$ cat src/hdl/wb_pkg.sv
`default_nettype none

package wb_pkg;

    // default datapath width
    localparam int data_width = 32;

    // lane-0 operations, lane 1 is always plain alu
    typedef enum logic [2:0] {
        op_nop     = 3'd0,
        op_alu     = 3'd1,
        op_div     = 3'd2,
        op_mod     = 3'd3,
        op_csrrd   = 3'd4,
        op_csrxchg = 3'd5,
        op_syscall = 3'd6,
        op_ertn    = 3'd7
    } op_e;

    // csr addresses as in the loongarch csr map
    typedef enum logic [13:0] {
        csr_estat  = 14'h005,
        csr_era    = 14'h006,
        csr_badv   = 14'h007,
        csr_eentry = 14'h00c,
        csr_save0  = 14'h030
    } csr_num_e;

    // estat[21:16] on syscall
    localparam logic [5:0] ecode_sys = 6'h0b;

endpackage

`default_nettype wire

$ cat src/hdl/int_divider.sv
`timescale 1ns/1ps
`default_nettype none

module int_divider import wb_pkg::*; #(
    parameter int DATA_WIDTH = data_width
) (
    input  logic                  clk,
    input  logic                  aresetn,
    input  logic                  div_start,
    input  logic [DATA_WIDTH-1:0] dividend,
    input  logic [DATA_WIDTH-1:0] divisor,
    output logic [DATA_WIDTH-1:0] quotient,
    output logic [DATA_WIDTH-1:0] remainder,
    output logic                  div_done
);

    localparam int CNT_W = $clog2(DATA_WIDTH);

    typedef enum logic {
        div_idle,
        div_run
    } div_state_e;

    div_state_e            state;
    logic [CNT_W-1:0]      count;
    logic [DATA_WIDTH-1:0] divisor_q;
    logic [DATA_WIDTH:0]   shifted;
    logic [DATA_WIDTH:0]   diff;

    // partial remainder with the next dividend bit shifted in
    assign shifted = {remainder, quotient[DATA_WIDTH-1]};
    assign diff    = shifted - {1'b0, divisor_q};

    always_ff @(posedge clk) begin
        if (!aresetn) begin
            state    <= div_idle;
            count    <= '0;
            div_done <= 1'b0;
        end else begin
            div_done <= 1'b0;
            case (state)
                div_idle: begin
                    if (div_start) begin
                        state <= div_run;
                        count <= '0;
                    end
                end
                div_run: begin
                    count <= count + 1'b1;
                    // last quotient bit goes in on this edge
                    if (count == CNT_W'(DATA_WIDTH - 1)) begin
                        state    <= div_idle;
                        div_done <= 1'b1;
                    end
                end
                default: begin
                    state <= div_idle;
                end
            endcase
        end
    end

    // quotient register doubles as the dividend shifter
    always_ff @(posedge clk) begin
        if (state == div_idle) begin
            if (div_start) begin
                quotient  <= dividend;
                remainder <= '0;
                divisor_q <= divisor;
            end
        end else begin
            // restore when the trial subtraction goes negative
            if (diff[DATA_WIDTH]) begin
                remainder <= shifted[DATA_WIDTH-1:0];
            end else begin
                remainder <= diff[DATA_WIDTH-1:0];
            end
            quotient <= {quotient[DATA_WIDTH-2:0], ~diff[DATA_WIDTH]};
        end
    end

    // zero divisor: every trial succeeds, so quotient is all ones and
    // the dividend ends up shifted whole into the remainder

endmodule

`default_nettype wire

$ cat src/hdl/csr_unit.sv
`timescale 1ns/1ps
`default_nettype none

module csr_unit import wb_pkg::*; #(
    parameter int DATA_WIDTH = data_width
) (
    input  logic                  clk,
    input  logic                  aresetn,
    input  logic                  csr_re,
    input  logic                  csr_we,
    input  csr_num_e              csr_num,
    input  logic [DATA_WIDTH-1:0] csr_wdata,
    output logic [DATA_WIDTH-1:0] csr_rdata,
    input  logic                  exc_enter,
    input  logic                  exc_return,
    input  logic [DATA_WIDTH-1:0] exc_pc,
    input  logic [5:0]            exc_ecode,
    output logic [DATA_WIDTH-1:0] era,
    output logic [DATA_WIDTH-1:0] eentry
);

    // estat layout
    localparam int PRV_BIT   = 2;
    localparam int PPRV_BIT  = 3;
    localparam int ECODE_LO  = 16;
    localparam int ECODE_HI  = 21;

    localparam logic [DATA_WIDTH-1:0] EENTRY_RST = DATA_WIDTH'(32'h1c000000);

    logic [DATA_WIDTH-1:0] estat;
    logic [DATA_WIDTH-1:0] badv;
    logic [DATA_WIDTH-1:0] save0;

    // read port, old value is what csrxchg hands back
    always_comb begin
        csr_rdata = '0;
        if (csr_re) begin
            case (csr_num)
                csr_estat:  csr_rdata = estat;
                csr_era:    csr_rdata = era;
                csr_badv:   csr_rdata = badv;
                csr_eentry: csr_rdata = eentry;
                csr_save0:  csr_rdata = save0;
                default:    csr_rdata = '0;
            endcase
        end
    end

    always_ff @(posedge clk) begin
        if (!aresetn) begin
            estat  <= '0;
            era    <= '0;
            badv   <= '0;
            eentry <= EENTRY_RST;
            save0  <= '0;
        end else if (exc_enter) begin
            era                      <= exc_pc;
            estat[ECODE_HI:ECODE_LO] <= exc_ecode;
            // drop to kernel, remember where we came from
            estat[PPRV_BIT]          <= estat[PRV_BIT];
            estat[PRV_BIT]           <= 1'b0;
        end else if (exc_return) begin
            estat[PRV_BIT] <= estat[PPRV_BIT];
        end else if (csr_we) begin
            case (csr_num)
                csr_estat:  estat  <= csr_wdata;
                csr_era:    era    <= csr_wdata;
                csr_badv:   badv   <= csr_wdata;
                csr_eentry: eentry <= csr_wdata;
                csr_save0:  save0  <= csr_wdata;
                default: begin
                    save0 <= save0;
                end
            endcase
        end
    end

endmodule

`default_nettype wire

$ cat src/hdl/writeback_stage.sv
`timescale 1ns/1ps
`default_nettype none

module writeback_stage import wb_pkg::*; #(
    parameter int DATA_WIDTH = data_width
) (
    input  logic                  clk,
    input  logic                  aresetn,
    input  logic                  issue_valid,
    input  logic                  lane1_valid,
    input  op_e                   op0,
    input  logic [DATA_WIDTH-1:0] pc0,
    input  logic [4:0]            rd0,
    input  logic [4:0]            rd1,
    input  logic [DATA_WIDTH-1:0] result0,
    input  logic [DATA_WIDTH-1:0] result1,
    input  logic [DATA_WIDTH-1:0] dividend,
    input  logic [DATA_WIDTH-1:0] divisor,
    input  logic [DATA_WIDTH-1:0] csr_wdata,
    input  csr_num_e              csr_num,
    // divider side
    output logic                  div_start,
    output logic [DATA_WIDTH-1:0] div_dividend,
    output logic [DATA_WIDTH-1:0] div_divisor,
    input  logic [DATA_WIDTH-1:0] quotient,
    input  logic [DATA_WIDTH-1:0] remainder,
    input  logic                  div_done,
    // csr side
    output logic                  csr_re,
    output logic                  csr_we,
    output csr_num_e              unit_csr_num,
    output logic [DATA_WIDTH-1:0] unit_csr_wdata,
    output logic                  exc_enter,
    output logic                  exc_return,
    output logic [DATA_WIDTH-1:0] exc_pc,
    output logic [5:0]            exc_ecode,
    input  logic [DATA_WIDTH-1:0] csr_rdata,
    input  logic [DATA_WIDTH-1:0] era,
    input  logic [DATA_WIDTH-1:0] eentry,
    // towards issue and register file
    output logic                  allowin,
    output logic                  wen0,
    output logic                  wen1,
    output logic [4:0]            waddr0,
    output logic [4:0]            waddr1,
    output logic [DATA_WIDTH-1:0] wdata0,
    output logic [DATA_WIDTH-1:0] wdata1,
    output logic                  redirect_valid,
    output logic [DATA_WIDTH-1:0] redirect_pc
);

    typedef enum logic {
        wb_idle,
        wb_wait_div
    } wb_state_e;

    wb_state_e  state;
    logic       accept;
    logic       is_div;
    logic       is_sys;
    logic       mod_hold;
    logic [4:0] rd0_hold;

    // only a running divide blocks the stage
    assign allowin = (state == wb_idle);
    assign accept  = issue_valid && allowin;
    assign is_div  = (op0 == op_div) || (op0 == op_mod);
    assign is_sys  = (op0 == op_syscall);

    assign div_start    = accept && is_div;
    assign div_dividend = dividend;
    assign div_divisor  = divisor;

    assign csr_re         = accept && ((op0 == op_csrrd) || (op0 == op_csrxchg));
    assign csr_we         = accept && (op0 == op_csrxchg);
    assign unit_csr_num   = csr_num;
    assign unit_csr_wdata = csr_wdata;
    assign exc_enter      = accept && is_sys;
    assign exc_return     = accept && (op0 == op_ertn);
    assign exc_pc         = pc0;
    assign exc_ecode      = ecode_sys;

    always_ff @(posedge clk) begin
        if (!aresetn) begin
            state <= wb_idle;
        end else begin
            case (state)
                wb_idle: begin
                    if (div_start) begin
                        state <= wb_wait_div;
                    end
                end
                wb_wait_div: begin
                    if (div_done) begin
                        state <= wb_idle;
                    end
                end
                default: begin
                    state <= wb_idle;
                end
            endcase
        end
    end

    // destination and div/mod choice kept while the divider runs
    always_ff @(posedge clk) begin
        if (div_start) begin
            rd0_hold <= rd0;
            mod_hold <= (op0 == op_mod);
        end
    end

    always_ff @(posedge clk) begin
        if (!aresetn) begin
            wen0           <= 1'b0;
            wen1           <= 1'b0;
            redirect_valid <= 1'b0;
        end else begin
            wen0           <= (accept && (op0 == op_alu)) || csr_re ||
                              ((state == wb_wait_div) && div_done);
            // syscall kills the younger lane
            wen1           <= accept && lane1_valid && !is_sys;
            redirect_valid <= exc_enter || exc_return;
        end
    end

    always_ff @(posedge clk) begin
        if (state == wb_wait_div) begin
            waddr0 <= rd0_hold;
            wdata0 <= mod_hold ? remainder : quotient;
        end else begin
            waddr0 <= rd0;
            wdata0 <= (op0 == op_alu) ? result0 : csr_rdata;
        end
        waddr1      <= rd1;
        wdata1      <= result1;
        redirect_pc <= is_sys ? eentry : era;
    end

endmodule

`default_nettype wire

$ cat src/hdl/exec_backend.sv
`timescale 1ns/1ps
`default_nettype none

module exec_backend import wb_pkg::*; #(
    parameter int DATA_WIDTH = data_width
) (
    input  logic                  clk,
    input  logic                  aresetn,
    // issue bundle
    input  logic                  issue_valid,
    input  logic [DATA_WIDTH-1:0] pc0,
    input  logic [DATA_WIDTH-1:0] pc1,
    input  op_e                   op0,
    input  logic [4:0]            rd0,
    input  logic [DATA_WIDTH-1:0] result0,
    input  csr_num_e              csr_num,
    input  logic [DATA_WIDTH-1:0] csr_wdata,
    input  logic [DATA_WIDTH-1:0] dividend,
    input  logic [DATA_WIDTH-1:0] divisor,
    input  logic                  lane1_valid,
    input  logic [4:0]            rd1,
    input  logic [DATA_WIDTH-1:0] result1,
    output logic                  allowin,
    // register file write ports
    output logic                  wen0,
    output logic [4:0]            waddr0,
    output logic [DATA_WIDTH-1:0] wdata0,
    output logic                  wen1,
    output logic [4:0]            waddr1,
    output logic [DATA_WIDTH-1:0] wdata1,
    // fetch redirect
    output logic                  redirect_valid,
    output logic [DATA_WIDTH-1:0] redirect_pc
);

    logic                  div_start;
    logic [DATA_WIDTH-1:0] div_dividend;
    logic [DATA_WIDTH-1:0] div_divisor;
    logic [DATA_WIDTH-1:0] quotient;
    logic [DATA_WIDTH-1:0] remainder;
    logic                  div_done;
    logic                  csr_re;
    logic                  csr_we;
    csr_num_e              unit_csr_num;
    logic [DATA_WIDTH-1:0] unit_csr_wdata;
    logic [DATA_WIDTH-1:0] csr_rdata;
    logic                  exc_enter;
    logic                  exc_return;
    logic [DATA_WIDTH-1:0] exc_pc;
    logic [5:0]            exc_ecode;
    logic [DATA_WIDTH-1:0] era;
    logic [DATA_WIDTH-1:0] eentry;

    int_divider #(
        .DATA_WIDTH (DATA_WIDTH)
    ) u_divider (
        .clk       (clk),
        .aresetn   (aresetn),
        .div_start (div_start),
        .dividend  (div_dividend),
        .divisor   (div_divisor),
        .quotient  (quotient),
        .remainder (remainder),
        .div_done  (div_done)
    );

    csr_unit #(
        .DATA_WIDTH (DATA_WIDTH)
    ) u_csr (
        .clk        (clk),
        .aresetn    (aresetn),
        .csr_re     (csr_re),
        .csr_we     (csr_we),
        .csr_num    (unit_csr_num),
        .csr_wdata  (unit_csr_wdata),
        .csr_rdata  (csr_rdata),
        .exc_enter  (exc_enter),
        .exc_return (exc_return),
        .exc_pc     (exc_pc),
        .exc_ecode  (exc_ecode),
        .era        (era),
        .eentry     (eentry)
    );

    writeback_stage #(
        .DATA_WIDTH (DATA_WIDTH)
    ) u_wb (
        .clk            (clk),
        .aresetn        (aresetn),
        .issue_valid    (issue_valid),
        .lane1_valid    (lane1_valid),
        .op0            (op0),
        .pc0            (pc0),
        .rd0            (rd0),
        .rd1            (rd1),
        .result0        (result0),
        .result1        (result1),
        .dividend       (dividend),
        .divisor        (divisor),
        .csr_wdata      (csr_wdata),
        .csr_num        (csr_num),
        .div_start      (div_start),
        .div_dividend   (div_dividend),
        .div_divisor    (div_divisor),
        .quotient       (quotient),
        .remainder      (remainder),
        .div_done       (div_done),
        .csr_re         (csr_re),
        .csr_we         (csr_we),
        .unit_csr_num   (unit_csr_num),
        .unit_csr_wdata (unit_csr_wdata),
        .exc_enter      (exc_enter),
        .exc_return     (exc_return),
        .exc_pc         (exc_pc),
        .exc_ecode      (exc_ecode),
        .csr_rdata      (csr_rdata),
        .era            (era),
        .eentry         (eentry),
        .allowin        (allowin),
        .wen0           (wen0),
        .wen1           (wen1),
        .waddr0         (waddr0),
        .waddr1         (waddr1),
        .wdata0         (wdata0),
        .wdata1         (wdata1),
        .redirect_valid (redirect_valid),
        .redirect_pc    (redirect_pc)
    );

endmodule

`default_nettype wire

$ cat config.mk
export PLATFORM = sky130hd
export DESIGN_NAME = exec_backend
export DESIGN_NICKNAME = d
export VERILOG_FILES = /design/src/hdl/wb_pkg.sv /design/src/hdl/int_divider.sv /design/src/hdl/csr_unit.sv /design/src/hdl/writeback_stage.sv /design/src/hdl/exec_backend.sv
export SDC_FILE = /design/constraint.sdc
export NUM_CORES = 1
export LEC_CHECK = 0
export ABC_CLOCK_PERIOD_IN_PS = 9350
export BUFFER_PORTS_ARGS = -buffer_cell sky130_fd_sc_hd__buf_2
export CORE_AREA = 10 10 202 204
export DETAILED_ROUTE_END_ITERATION = 10
export DIE_AREA = 0 0 212 214
export PLACE_DENSITY = 0.7
export SLEW_MARGIN = 20
export SYNTH_ARGS = -nofsm -noshare
export SYNTH_HDL_FRONTEND = slang
export SYNTH_SLANG_ARGS = --single-unit
$ cat constraint.sdc
create_clock -name clk -period 9.35 [get_ports clk]
set_input_delay 0.4675 -clock clk [delete_from_list [all_inputs] [get_ports clk]]
set_output_delay 0.4675 -clock clk [all_outputs]
set_load 0.005 [all_outputs]
* After elaboration in Yosys (flattened, before gate mapping)
Index checks and enable logic that the tools add are counted.
** Word-level totals
- Input port bits :: 255
- Output and inout bits :: 110
- Bits in registers :: 379
- Word-level logic and storage cells :: 111
** Operators by class
- Equality and inequality tests :: 15
- Bitwise operators :: 6
- Multiplexer cells :: 30
- $add $sub $neg :: 2
- Reduce and logical (&&, ||, !) cells :: 33
** Operators by type and width (number)
- 32-bit two-way mux :: 14
- 32-bit one-hot mux with 5 select lines :: 1
- 14-bit by 3-bit == test with 1-bit output (second input constant) :: 3
- 20-bit two-way mux :: 2
- 33-bit by 32-bit subtractor with 33-bit output :: 1
- 17-bit two-way mux :: 1
- 4-bit AND reduction :: 4
- 14-bit by 4-bit == test with 1-bit output (second input constant) :: 1
- 14-bit by 6-bit == test with 1-bit output (second input constant) :: 1
- 3-bit == test (second input constant) :: 4
- 2-bit nonzero test :: 6
- 1-bit logical AND :: 10
- 5-bit two-way mux :: 2
- 5-bit one-hot mux with 2 select lines :: 1
- 3-bit AND reduction :: 3
- 3-bit by 2-bit == test with 1-bit output (second input constant) :: 2
- 1-bit NOT :: 6
- 2-bit AND reduction :: 3
- 5-bit by 1-bit adder with 5-bit output (second input constant) :: 1
- 5-bit == test (second input constant) :: 1
- 1-bit logical OR :: 5
- 1-bit two-way mux :: 5
- 4-bit two-way mux :: 1
- 1-bit one-hot mux with 2 select lines :: 2
- other kinds (6) :: 6

* Depth between registers and ports, before layout
Gate-level depths: netlist (run 1).
- Depth after elaboration :: 6
- Gate-level depth with buffers :: 12
- Depth with buffers taken out :: 11

* Modules after synthesis
Synthesis (run 1) repeated with hierarchy kept, for this count alone.
** Second synthesis, totals
- Cell total of the unflattened synthesis :: 1885
- Area total of the unflattened synthesis :: 18944.4 µm²
** Modules (own cells, without submodules)
- csr_unit :: cells each 932, times used 1, area an instance 7981.4 µm², sequential area each 3203.1 µm²
- int_divider :: cells each 513, times used 1, area an instance 5967.0 µm², sequential area each 3022.9 µm²
- writeback_stage :: cells each 440, times used 1, area an instance 4996.0 µm², sequential area each 2382.3 µm²

* Worst setup path before layout (run 1)
OpenSTA, ideal clock, no wires.
- Path type :: input to register
- Start point :: input port issue_valid
- End point :: register u_divider.quotient[0] (enable)
- Cell stages on the path :: 5
- Setup time :: 418 ps
- Arrival :: 2612 ps
- Setup slack :: 6320 ps
- Path buffers :: 1
- Required time :: 8932 ps
- Cells stage by stage :: nor2b_1 and3b_1 clkbuf_1 nor2_1 inv_1
** Between the ends
- Longest elaborated chain between the ends :: 3
** RTL lines
- from (decl) :: line exec_backend.sv:10 : input logic issue_valid,
- 1-bit logical AND :: line writeback_stage.sv:66 : assign accept = issue_valid && allowin;
- 1-bit logical AND :: line writeback_stage.sv:70 : assign div_start = accept && is_div;
- named net div_start :: line exec_backend.sv:36 : logic div_start;
- 2-bit nonzero test (no source line)
- to (signal assigned) :: line int_divider.sv:67 : quotient <= dividend;
- to (signal assigned) :: line int_divider.sv:78 : quotient <= {quotient[DATA_WIDTH-2:0], ~diff[DATA_WIDTH]};
- to (decl) :: line int_divider.sv:12 : output logic [DATA_WIDTH-1:0] quotient,
The timed path passes the listed nets, and every way through them passes these cells.
A chain may end at the register's enable or synchronous reset.

* Worst setup path in the final report (run 1)
- Start point :: register u_divider.quotient[31]
- End point :: register u_divider.remainder[31], data pin
** Between the ends
- Longest elaborated chain between the ends :: 3
** RTL lines
- 33-bit by 32-bit subtractor with 33-bit output :: line int_divider.sv:32 : assign diff = shifted - {1'b0, divisor_q};
- 32-bit two-way mux :: line int_divider.sv:73 : if (diff[DATA_WIDTH]) begin
- 32-bit two-way mux :: line int_divider.sv:65 : if (state == div_idle) begin
- to (signal assigned) :: line int_divider.sv:74 : remainder <= shifted[DATA_WIDTH-1:0];
- to (signal assigned) :: line int_divider.sv:76 : remainder <= diff[DATA_WIDTH-1:0];
- to (decl) :: line int_divider.sv:13 : output logic [DATA_WIDTH-1:0] remainder,
No other way between the ends.

==> metrics.csv, run 1 <==
stage;metric;value;unit
power_and_ir_drop;Comb power frac;9.7;%
placement;HPWL Detailed;36880;µm
setup_path;Critical R2R Launch;u_divider.quotient[31];
timing;Fmax;0.2612;GHz
power_and_ir_drop;Peak VDD IR;0.0001577;V
synth;Ys Warns;0;
setup_path;Worst EP arrival;4.24;ns
synth;Synth Flop Type;dfxtp_1;
cts;root buf cell;clkbuf_16;
die;Die Y;214;µm
synth;Synth Instances;1797;
power_and_ir_drop;power per cell area;188.3;mW/mm²
die;die width;212;µm
hold_path;min-delay src;divisor[19];
finish;share of layout cells above drive strength 1;22.85;%
setup_path;crit end category;flop;
placement;dpl cells;2492;
synth;Avg Inst Size Synth;9.134;µm²
global_route;first-pass GRT wire length;84350;µm
die;Initial Util;44.31;%
drt;Initial DRC Count;1216;
timing;Clock Skews;0.01089;ns
synth;synthesized cell area;0.01641;mm²
hold_path;Hold Path Class;in2reg;
timing;PnR worst setup slack;5.522;ns
placement;Final Wtd Congestion;0.8723;
cts;Clock Sinks;379;
timing;Fin Hold WS;0.07923;ns
timing;Final Cycle Share;40.95;%
power_and_ir_drop;Flop pwr share;46.8;%
drt;Remaining DRCs;0;
finish;Final nets;2388;
finish;Non-Filler Instances;2609;
timing;max_slew headroom;25.14;%
setup_path;CP Data Required Time;9.76;ns
timing;post-route minimum period;3.828;ns
power_and_ir_drop;clock network fraction of design power;43.6;%
die;I/O pins;365;
status;status;complete, no violations;
placement;post-place setup slack;5.525;ns
finish;fill count;3308;
setup_path;crit path from;u_divider.quotient[31];
global_route;grt total ovfl;0;
drt;vias per inst;5.667;
setup_path;critical path class;reg2reg;
drt;Post-DRT Antenna Nets;0;
die;die area;0.04537;mm²
cts;clk slew on worst S/H paths;0.06;ns
timing;RSZ-0062 raised after global routing;false;
drt;wire per inst;21.15;µm
timing;final hold vios;0;
global_route;GRT Util Overall;23.47;%
finish;storage element area;0.008611;mm²
finish;most frequent cells in the layout;nand2_1 (481), buf_2 (332), dfxtp_1 (275), a21oi_1 (247), edfxtp_1 (102);
cts;clk_lat worst skew;0.57;ns
synth;flops & latches, synth;379;
synth;syn nets;2087;
synth;number of flops mapped to enable cells by yosys;102;
drt;vias;14780;
die;core area;0.03704;mm²
placement;port buffer count;332;
run;max cap viols;0;
timing;Slew @ Worst Pin;1.123;ns
setup_path;crit start category;flop;
finish;most common cell after layout, fill and taps aside;nand2_1;
die;row count;71;
synth;sequential fraction of the synthesis area;52.45;%
power_and_ir_drop;Leak Pwr;0.008016;µW
setup_path;crit path max fanout;21;
power_and_ir_drop;cell-internal power;2865;µW
cts;Post-CTS Resized;0;
power_and_ir_drop;Power, Total;3790;µW
timing;fin. max-slew vios;0;
power_and_ir_drop;Switching Share;24.42;%
power_and_ir_drop;Sw Pwr;925.6;µW
timing;Fin Setup TNS;0;ns
drt;final WL;55180;µm
cts;Longest Clk Path Bufs;3;
drt;1st-pass router iterations;8;
cts;CTS tree;built;
global_route;largest net degree at the start of global routing;105;
global_route;vias in the first global route;15110;
cts;H-tree depth;2;
global_route;initial antenna violation count;6;
synth;synth unique cells;68;
synth;Async SR Flop Fraction;0;%
finish;Area Growth Syn to Fin;22.66;%
cts;total CTS buffers;41;
finish;area of the multi-input gates;0.007177;mm²
timing;final setup vio count;0;
path summary, 6_finish.rpt:
| check | to | slack [ns] | cells after the start |
|---|---|---|---|
| setup / recovery | u_divider.remainder[31] | 5.52 | 12 |
| hold reg to reg | u_csr.save0[31] | 0.45 | 2 |
| hold / removal | u_divider.divisor_q[19] | 0.08 | 1 |
| setup reg to reg | u_divider.remainder[31] | 5.52 | 12 |
state kept, by name (all words and copies together) (netlist names), 5 cells and up:
name,flops
u_csr.badv,32
u_csr.eentry,32
u_csr.era,32
u_csr.estat,32
u_csr.save0,32
u_divider.divisor_q,32
u_divider.quotient,32
u_divider.remainder,32
u_wb.redirect_pc,32
u_wb.wdata0,32
u_wb.wdata1,32
u_divider.count,5
u_wb.rd0_hold,5
u_wb.waddr0,5
u_wb.waddr1,5
per-stage QoR:
stage | util (%) | cell area, µm²
4_1_cts | 54.32 | 20120
3_3_place_gp | 49.59 | 18370
2_1_floorplan | - | 16410
6_report | 54.35 | 20130
5_1_grt | 54.33 | 20130
3_5_place_dp | 49.59 | 18370
metal layers:
| metal | vias to the layer above | part of all wire [%] | track usage, % |
|---|---|---|---|
| li1 | 6947 | - | - |
| met1 | 7010 | 39 | 27.53 |
| met2 | 694 | 47 | 38.56 |
| met3 | 129 | 9.8 | 6.738 |
| met4 | 4 | 4.0 | 11.29 |
| met5 | - | 0.058 | 0 |
power by group through the flow:
stage                     clock [µW]  sequential, µW  combinational, µW
after floorplan                    0            1800                200
after global placement             0            1810                343
after detailed placement           0            1810                351
after CTS                       1680            1770                365
after global routing            1740            1780                403
final                           1650            1770                366
what timing repair did:
action                    CTS  global route
hold endpoints to repair   37             0
buffers inserted            0             0
hold buffers               37             0
cells by family (layout without fill, tap and decap cells):
logic type,after synthesis,in the layout,share of synthesized area [%]
other,0,4,0
adder cells (fa/ha/maj),35,35,2.714
buffers and inverters,179,513,4.322
flip-flops,379,379,52.45
XOR/XNOR,26,26,1.433
AO/OA/AOI/OAI,467,467,18.63
multiplexers,70,70,4.543
AND/OR/NAND/NOR,641,641,15.91
cell usage after synthesis, types with 32 or more instances:
cell type  count  area, µm²
clkbuf_1      99      371.6
mux2_2        36      405.4
a222oi_1      32      320.3
mux2i_1       34      340.3
dfxtp_1      277       5545
a21oi_1      247       1236
edfxtp_1     102       3063
nand2_1      482       1809
a211oi_1      40      300.3
ha_1          34      425.4
nor2_1        75      281.5
inv_1         48      180.2
a311oi_1      33      289.0
a22oi_1       33      247.7
worst max-delay path: stages, from the launching register on:
cell and delay [ns]:
edfxtp_1 0.38, inv_1 0.06, ha_1 0.23, fa_1 0.42, nand2b_1 0.21, a21oi_1 0.28
o21ai_1 0.16, a31oi_2 0.42, a211oi_4 0.17, xnor2_2 0.57, buf_4 0.38, nand2_1 0.19
o21ai_1 0.21
final cells by class:
type | count | share of cell area, %
clock inverters | 15 | 0.7769
clock buffers | 61 | 6.078
diodes | 4 | 0.04972
inverters | 49 | 0.9260
repair buffers | 388 | 10.80
multi-input cells | 1239 | 35.65
well taps | 474 | 2.946
flip-flops and latches | 379 | 42.77
(Power assumes the default switching activity.)
==> run 2: changes to the inputs <==
--- a/config.mk
+++ b/config.mk
@@ -5,12 +5,13 @@
 export SDC_FILE = /design/constraint.sdc
 export NUM_CORES = 1
 export LEC_CHECK = 0
-export ABC_CLOCK_PERIOD_IN_PS = 9350
+export ABC_AREA = 1
+export ABC_CLOCK_PERIOD_IN_PS = 3570
 export BUFFER_PORTS_ARGS = -buffer_cell sky130_fd_sc_hd__buf_2
-export CORE_AREA = 10 10 202 204
+export CORE_AREA = 10 10 214 216
 export DETAILED_ROUTE_END_ITERATION = 10
-export DIE_AREA = 0 0 212 214
-export PLACE_DENSITY = 0.7
+export DIE_AREA = 0 0 224 226
+export PLACE_DENSITY = 0.69
 export SLEW_MARGIN = 20
 export SYNTH_ARGS = -nofsm -noshare
 export SYNTH_HDL_FRONTEND = slang
==> constraint.sdc (replaced) <==
create_clock -name clk -period 3.57 [get_ports clk]
set_input_delay 0.1785 -clock clk [delete_from_list [all_inputs] [get_ports clk]]
set_output_delay 0.1785 -clock clk [all_outputs]
set_load 0.005 [all_outputs]
==> run 2 against run 1 <==
Net effect:
- final area grew 21%
- via count grew 26%
- register-to-register slack lost 5.1 ns
- largest power group unchanged
==> metrics.csv, run 2 <==
stage;metric;value;unit
synth;synthesized cell area;0.01849;mm²
timing;Fin Setup TNS;0;ns
synth;Post-Synth Simple-Gate Area;29.18;%
timing;Slew @ Worst Pin;1.094;ns
setup_path;slowest cell on the critical path;fa_1;
setup_path;crit start category;flop;
synth;Async SR Flop Fraction;0;%
global_route;vias in the first global route;18330;
drt;Remaining DRCs;0;
die;Die Y;226;µm
drt;Initial DRC Count;2057;
setup_path;Critical Path Max Stage Delay;0.45;ns
die;core area;0.04157;mm²
timing;Clock Skews;0.02732;ns
global_route;first-pass GRT wire length;103500;µm
synth;Synth Flop Type;dfxtp_1;
power_and_ir_drop;Flop pwr share;45.1;%
timing;max_slew headroom;26.97;%
synth;Avg Inst Size Synth;7.181;µm²
run;max cap viols;0;
synth;post-synthesis adder-cell area fraction;2.409;%
synth;synth unique cells;38;
finish;Non-Filler Instances;3667;
power_and_ir_drop;Peak VDD IR;0.0003892;V
setup_path;Worst EP arrival;3.44;ns
setup_path;CP delay by family, top;simple AND/OR/NAND/NOR gates;
hold_path;Hold Path Stages;5;
setup_path;crit path from;u_divider.quotient[31];
power_and_ir_drop;Comb power frac;11.7;%
global_route;grt total ovfl;0;
cts;Clock Sinks;379;
timing;final setup vio count;0;
cts;root buf cell;clkbuf_16;
finish;design area;0.02428;mm²
setup_path;FF-to-FF End;u_divider.quotient[0];
setup_path;R2R depth;15;
synth;sequential fraction of the synthesis area;46.56;%
die;Initial Util;44.48;%
timing;post-route minimum period;3.144;ns
hold_path;Hold Path Class;in2reg;
placement;Placed Area;0.02060;mm²
die;row count;75;
cts;clk slew on worst S/H paths;0.06;ns
synth;post-synthesis compound-gate area fraction;11.35;%
setup_path;crit end category;flop;
timing;final hold vios;0;
placement;dpl cells;3363;
cts;total CTS buffers;43;
finish;Final nets;3384;
hold_path;min-delay src;pc0[16];
status;status;complete, no violations;
global_route;initial antenna violation count;2;
cts;postcts setup bufs;0;
power_and_ir_drop;power per cell area;423.0;mW/mm²
cts;Longest Clk Path Bufs;3;
synth;Synth Instances;2575;
synth;flops & latches, synth;379;
setup_path;buffer and inverter count on the worst path;2;
die;die width;224;µm
die;die area;0.05062;mm²
timing;Fin Hold WS;0.04882;ns
synth;most common cell in the netlist;nand2_1;
synth;most area-consuming cells after synthesis;dfxtp_1 (30%), nand2_1 (17%), edfxtp_1 (17%), inv_1 (6.9%), nor2_1 (6.9%);
setup_path;critical path class;reg2reg;
finish;share of layout cells above drive strength 1;16.09;%
finish;Area Growth Syn to Fin;31.29;%
finish;most frequent cells in the layout;nand2_1 (830), inv_1 (341), nor2_1 (337), buf_2 (332), dfxtp_1 (276);
setup_path;CP dominant cell by count;nand2_1;
drt;vias per inst;5.092;
synth;commonest cells in the netlist;nand2_1 (831), inv_1 (342), nor2_1 (342);
placement;HPWL Detailed;47740;µm
placement;post-place setup slack;0.4690;ns
timing;Fmax;0.3181;GHz
setup_path;critical-path cell list;inv_1 -> ha_1 -> fa_1 -> inv_1 -> nand2_1 -> nand2_1 -> nand3_1 -> nand2_1 -> nand2_1 -> nand2_1 -> nand2_1 -> nand2_1 -> nand2_2 -> nand2_2 -> o21ai_0;
power_and_ir_drop;Leak Pwr;0.01176;µW
finish;fill count;3687;
timing;Final Cycle Share;88.06;%
power_and_ir_drop;clock network fraction of design power;43.1;%
synth;number of flops mapped to enable cells by yosys;102;
synth;Synth top area share;29.99;%
placement;port buffer count;332;
synth;multiplexer share of the synthesized area;0;%
cts;H-tree depth;2;
global_route;GRT Util Overall;26.01;%
drt;1st-pass router iterations;6;
synth;cell taking the most area after synthesis;dfxtp_1;
setup_path;crit path max fanout;17;
drt;vias;18670;
drt;wire per inst;18.41;µm
synth;combinational family with the most area after synthesis;simple AND/OR/NAND/NOR gates;
finish;most common cell after layout, fill and taps aside;nand2_1;
timing;RSZ-0062 raised after global routing;false;
power_and_ir_drop;cell-internal power;7696;µW
drt;Post-DRT Antenna Nets;0;
setup_path;Critical R2R Launch;u_divider.quotient[31];
placement;Final Wtd Congestion;0.9253;
setup_path;reg2reg setup slack;0.43;ns
synth;Synth Area in XOR/XNOR;0.4263;%
cts;CTS tree;built;
cts;Post-CTS Resized;0;
synth;syn nets;2865;
hold_path;Hold EP;u_csr.era[16];
cts;clk_lat worst skew;0.58;ns
global_route;largest net degree at the start of global routing;72;
power_and_ir_drop;Sw Pwr;2573;µW
timing;fin. max-slew vios;0;
synth;Ys Warns;0;
drt;final WL;67500;µm
die;I/O pins;365;
timing;PnR worst setup slack;0.4264;ns
power_and_ir_drop;Switching Share;25.05;%
setup_path;CP Data Required Time;3.86;ns
-- run 2: cells by family (layout without fill, tap and decap cells) --
logic type / after synthesis / after routing
AO/OA/AOI/OAI: 324 / 324
XOR/XNOR: 9 / 9
adder cells (fa/ha/maj): 35 / 35
buffers and inverters: 469 / 1020
flip-flops: 379 / 379
other: 0 / 2
AND/OR/NAND/NOR: 1359 / 1359
-- run 2: area by class of cell --
cell class	instances	area [µm²]	share of cell area, %
timing repair buffer	593	4209	17.34
inverter	350	1316	5.422
multi-input combinational	1727	8044	33.14
clock buffer	69	1336	5.505
sequential	379	8610	35.47
clock inverter	8	81.33	0.3350
antenna	2	5.005	0.02062
tap	539	674.4	2.778
-- run 2: what timing repair did --
action / CTS / global route
hold buffers: 225 / 0
setup endpoints to repair: 0 / 0
hold endpoints to repair: 296 / 0
-- run 2: worst max-delay path by stage --
stage,end,slack (ns),depth (start not counted)
6_report,u_divider.quotient[0],0.43,15
2_1_floorplan,u_divider.quotient[0],0.40,6
4_1_cts,u_divider.quotient[0],0.44,15
3_5_place_dp,u_divider.quotient[0],0.47,15
3_3_place_gp,u_divider.quotient[0],0.58,15
5_1_grt,u_divider.remainder[17],0.12,16
-- run 2: stage by stage --
stage | utilization (%) | total power (µW)
floorplan | - | 5268
global placement | 49.56 | 5704
detailed placement | 49.56 | 5717
CTS | 58.38 | 10320
global route | 58.40 | 10630
finish | 58.40 | 10270
-- run 2: power groups by stage --
stage,clock [µW],combinational (µW),sequential [µW]
6_report,4430,1210,4640
5_1_grt,4650,1330,4650
4_1_cts,4500,1180,4630
3_5_place_dp,0,994,4720
3_3_place_gp,0,984,4720
2_1_floorplan,0,557,4710
-- run 2: worst min-delay path, stage by stage --
cell and delay [ns]:
buf_2 0.08, nor2_1 0.05, nor2_1 0.10, nand2_1 0.06, a21oi_1 0.11
-- run 2: per-layer routing --
metal / global-route usage [%] / part of all wire, % / wire length, µm / vias to the layer above
met5: 0 / 0 / 0 / -
met4: 10.33 / 3.3 / 2246 / 0
met3: 6.460 / 9.5 / 6397 / 101
met2: 41.67 / 45 / 30460 / 861
met1: 33.05 / 42 / 28400 / 8580
li1: - / - / - / 9132
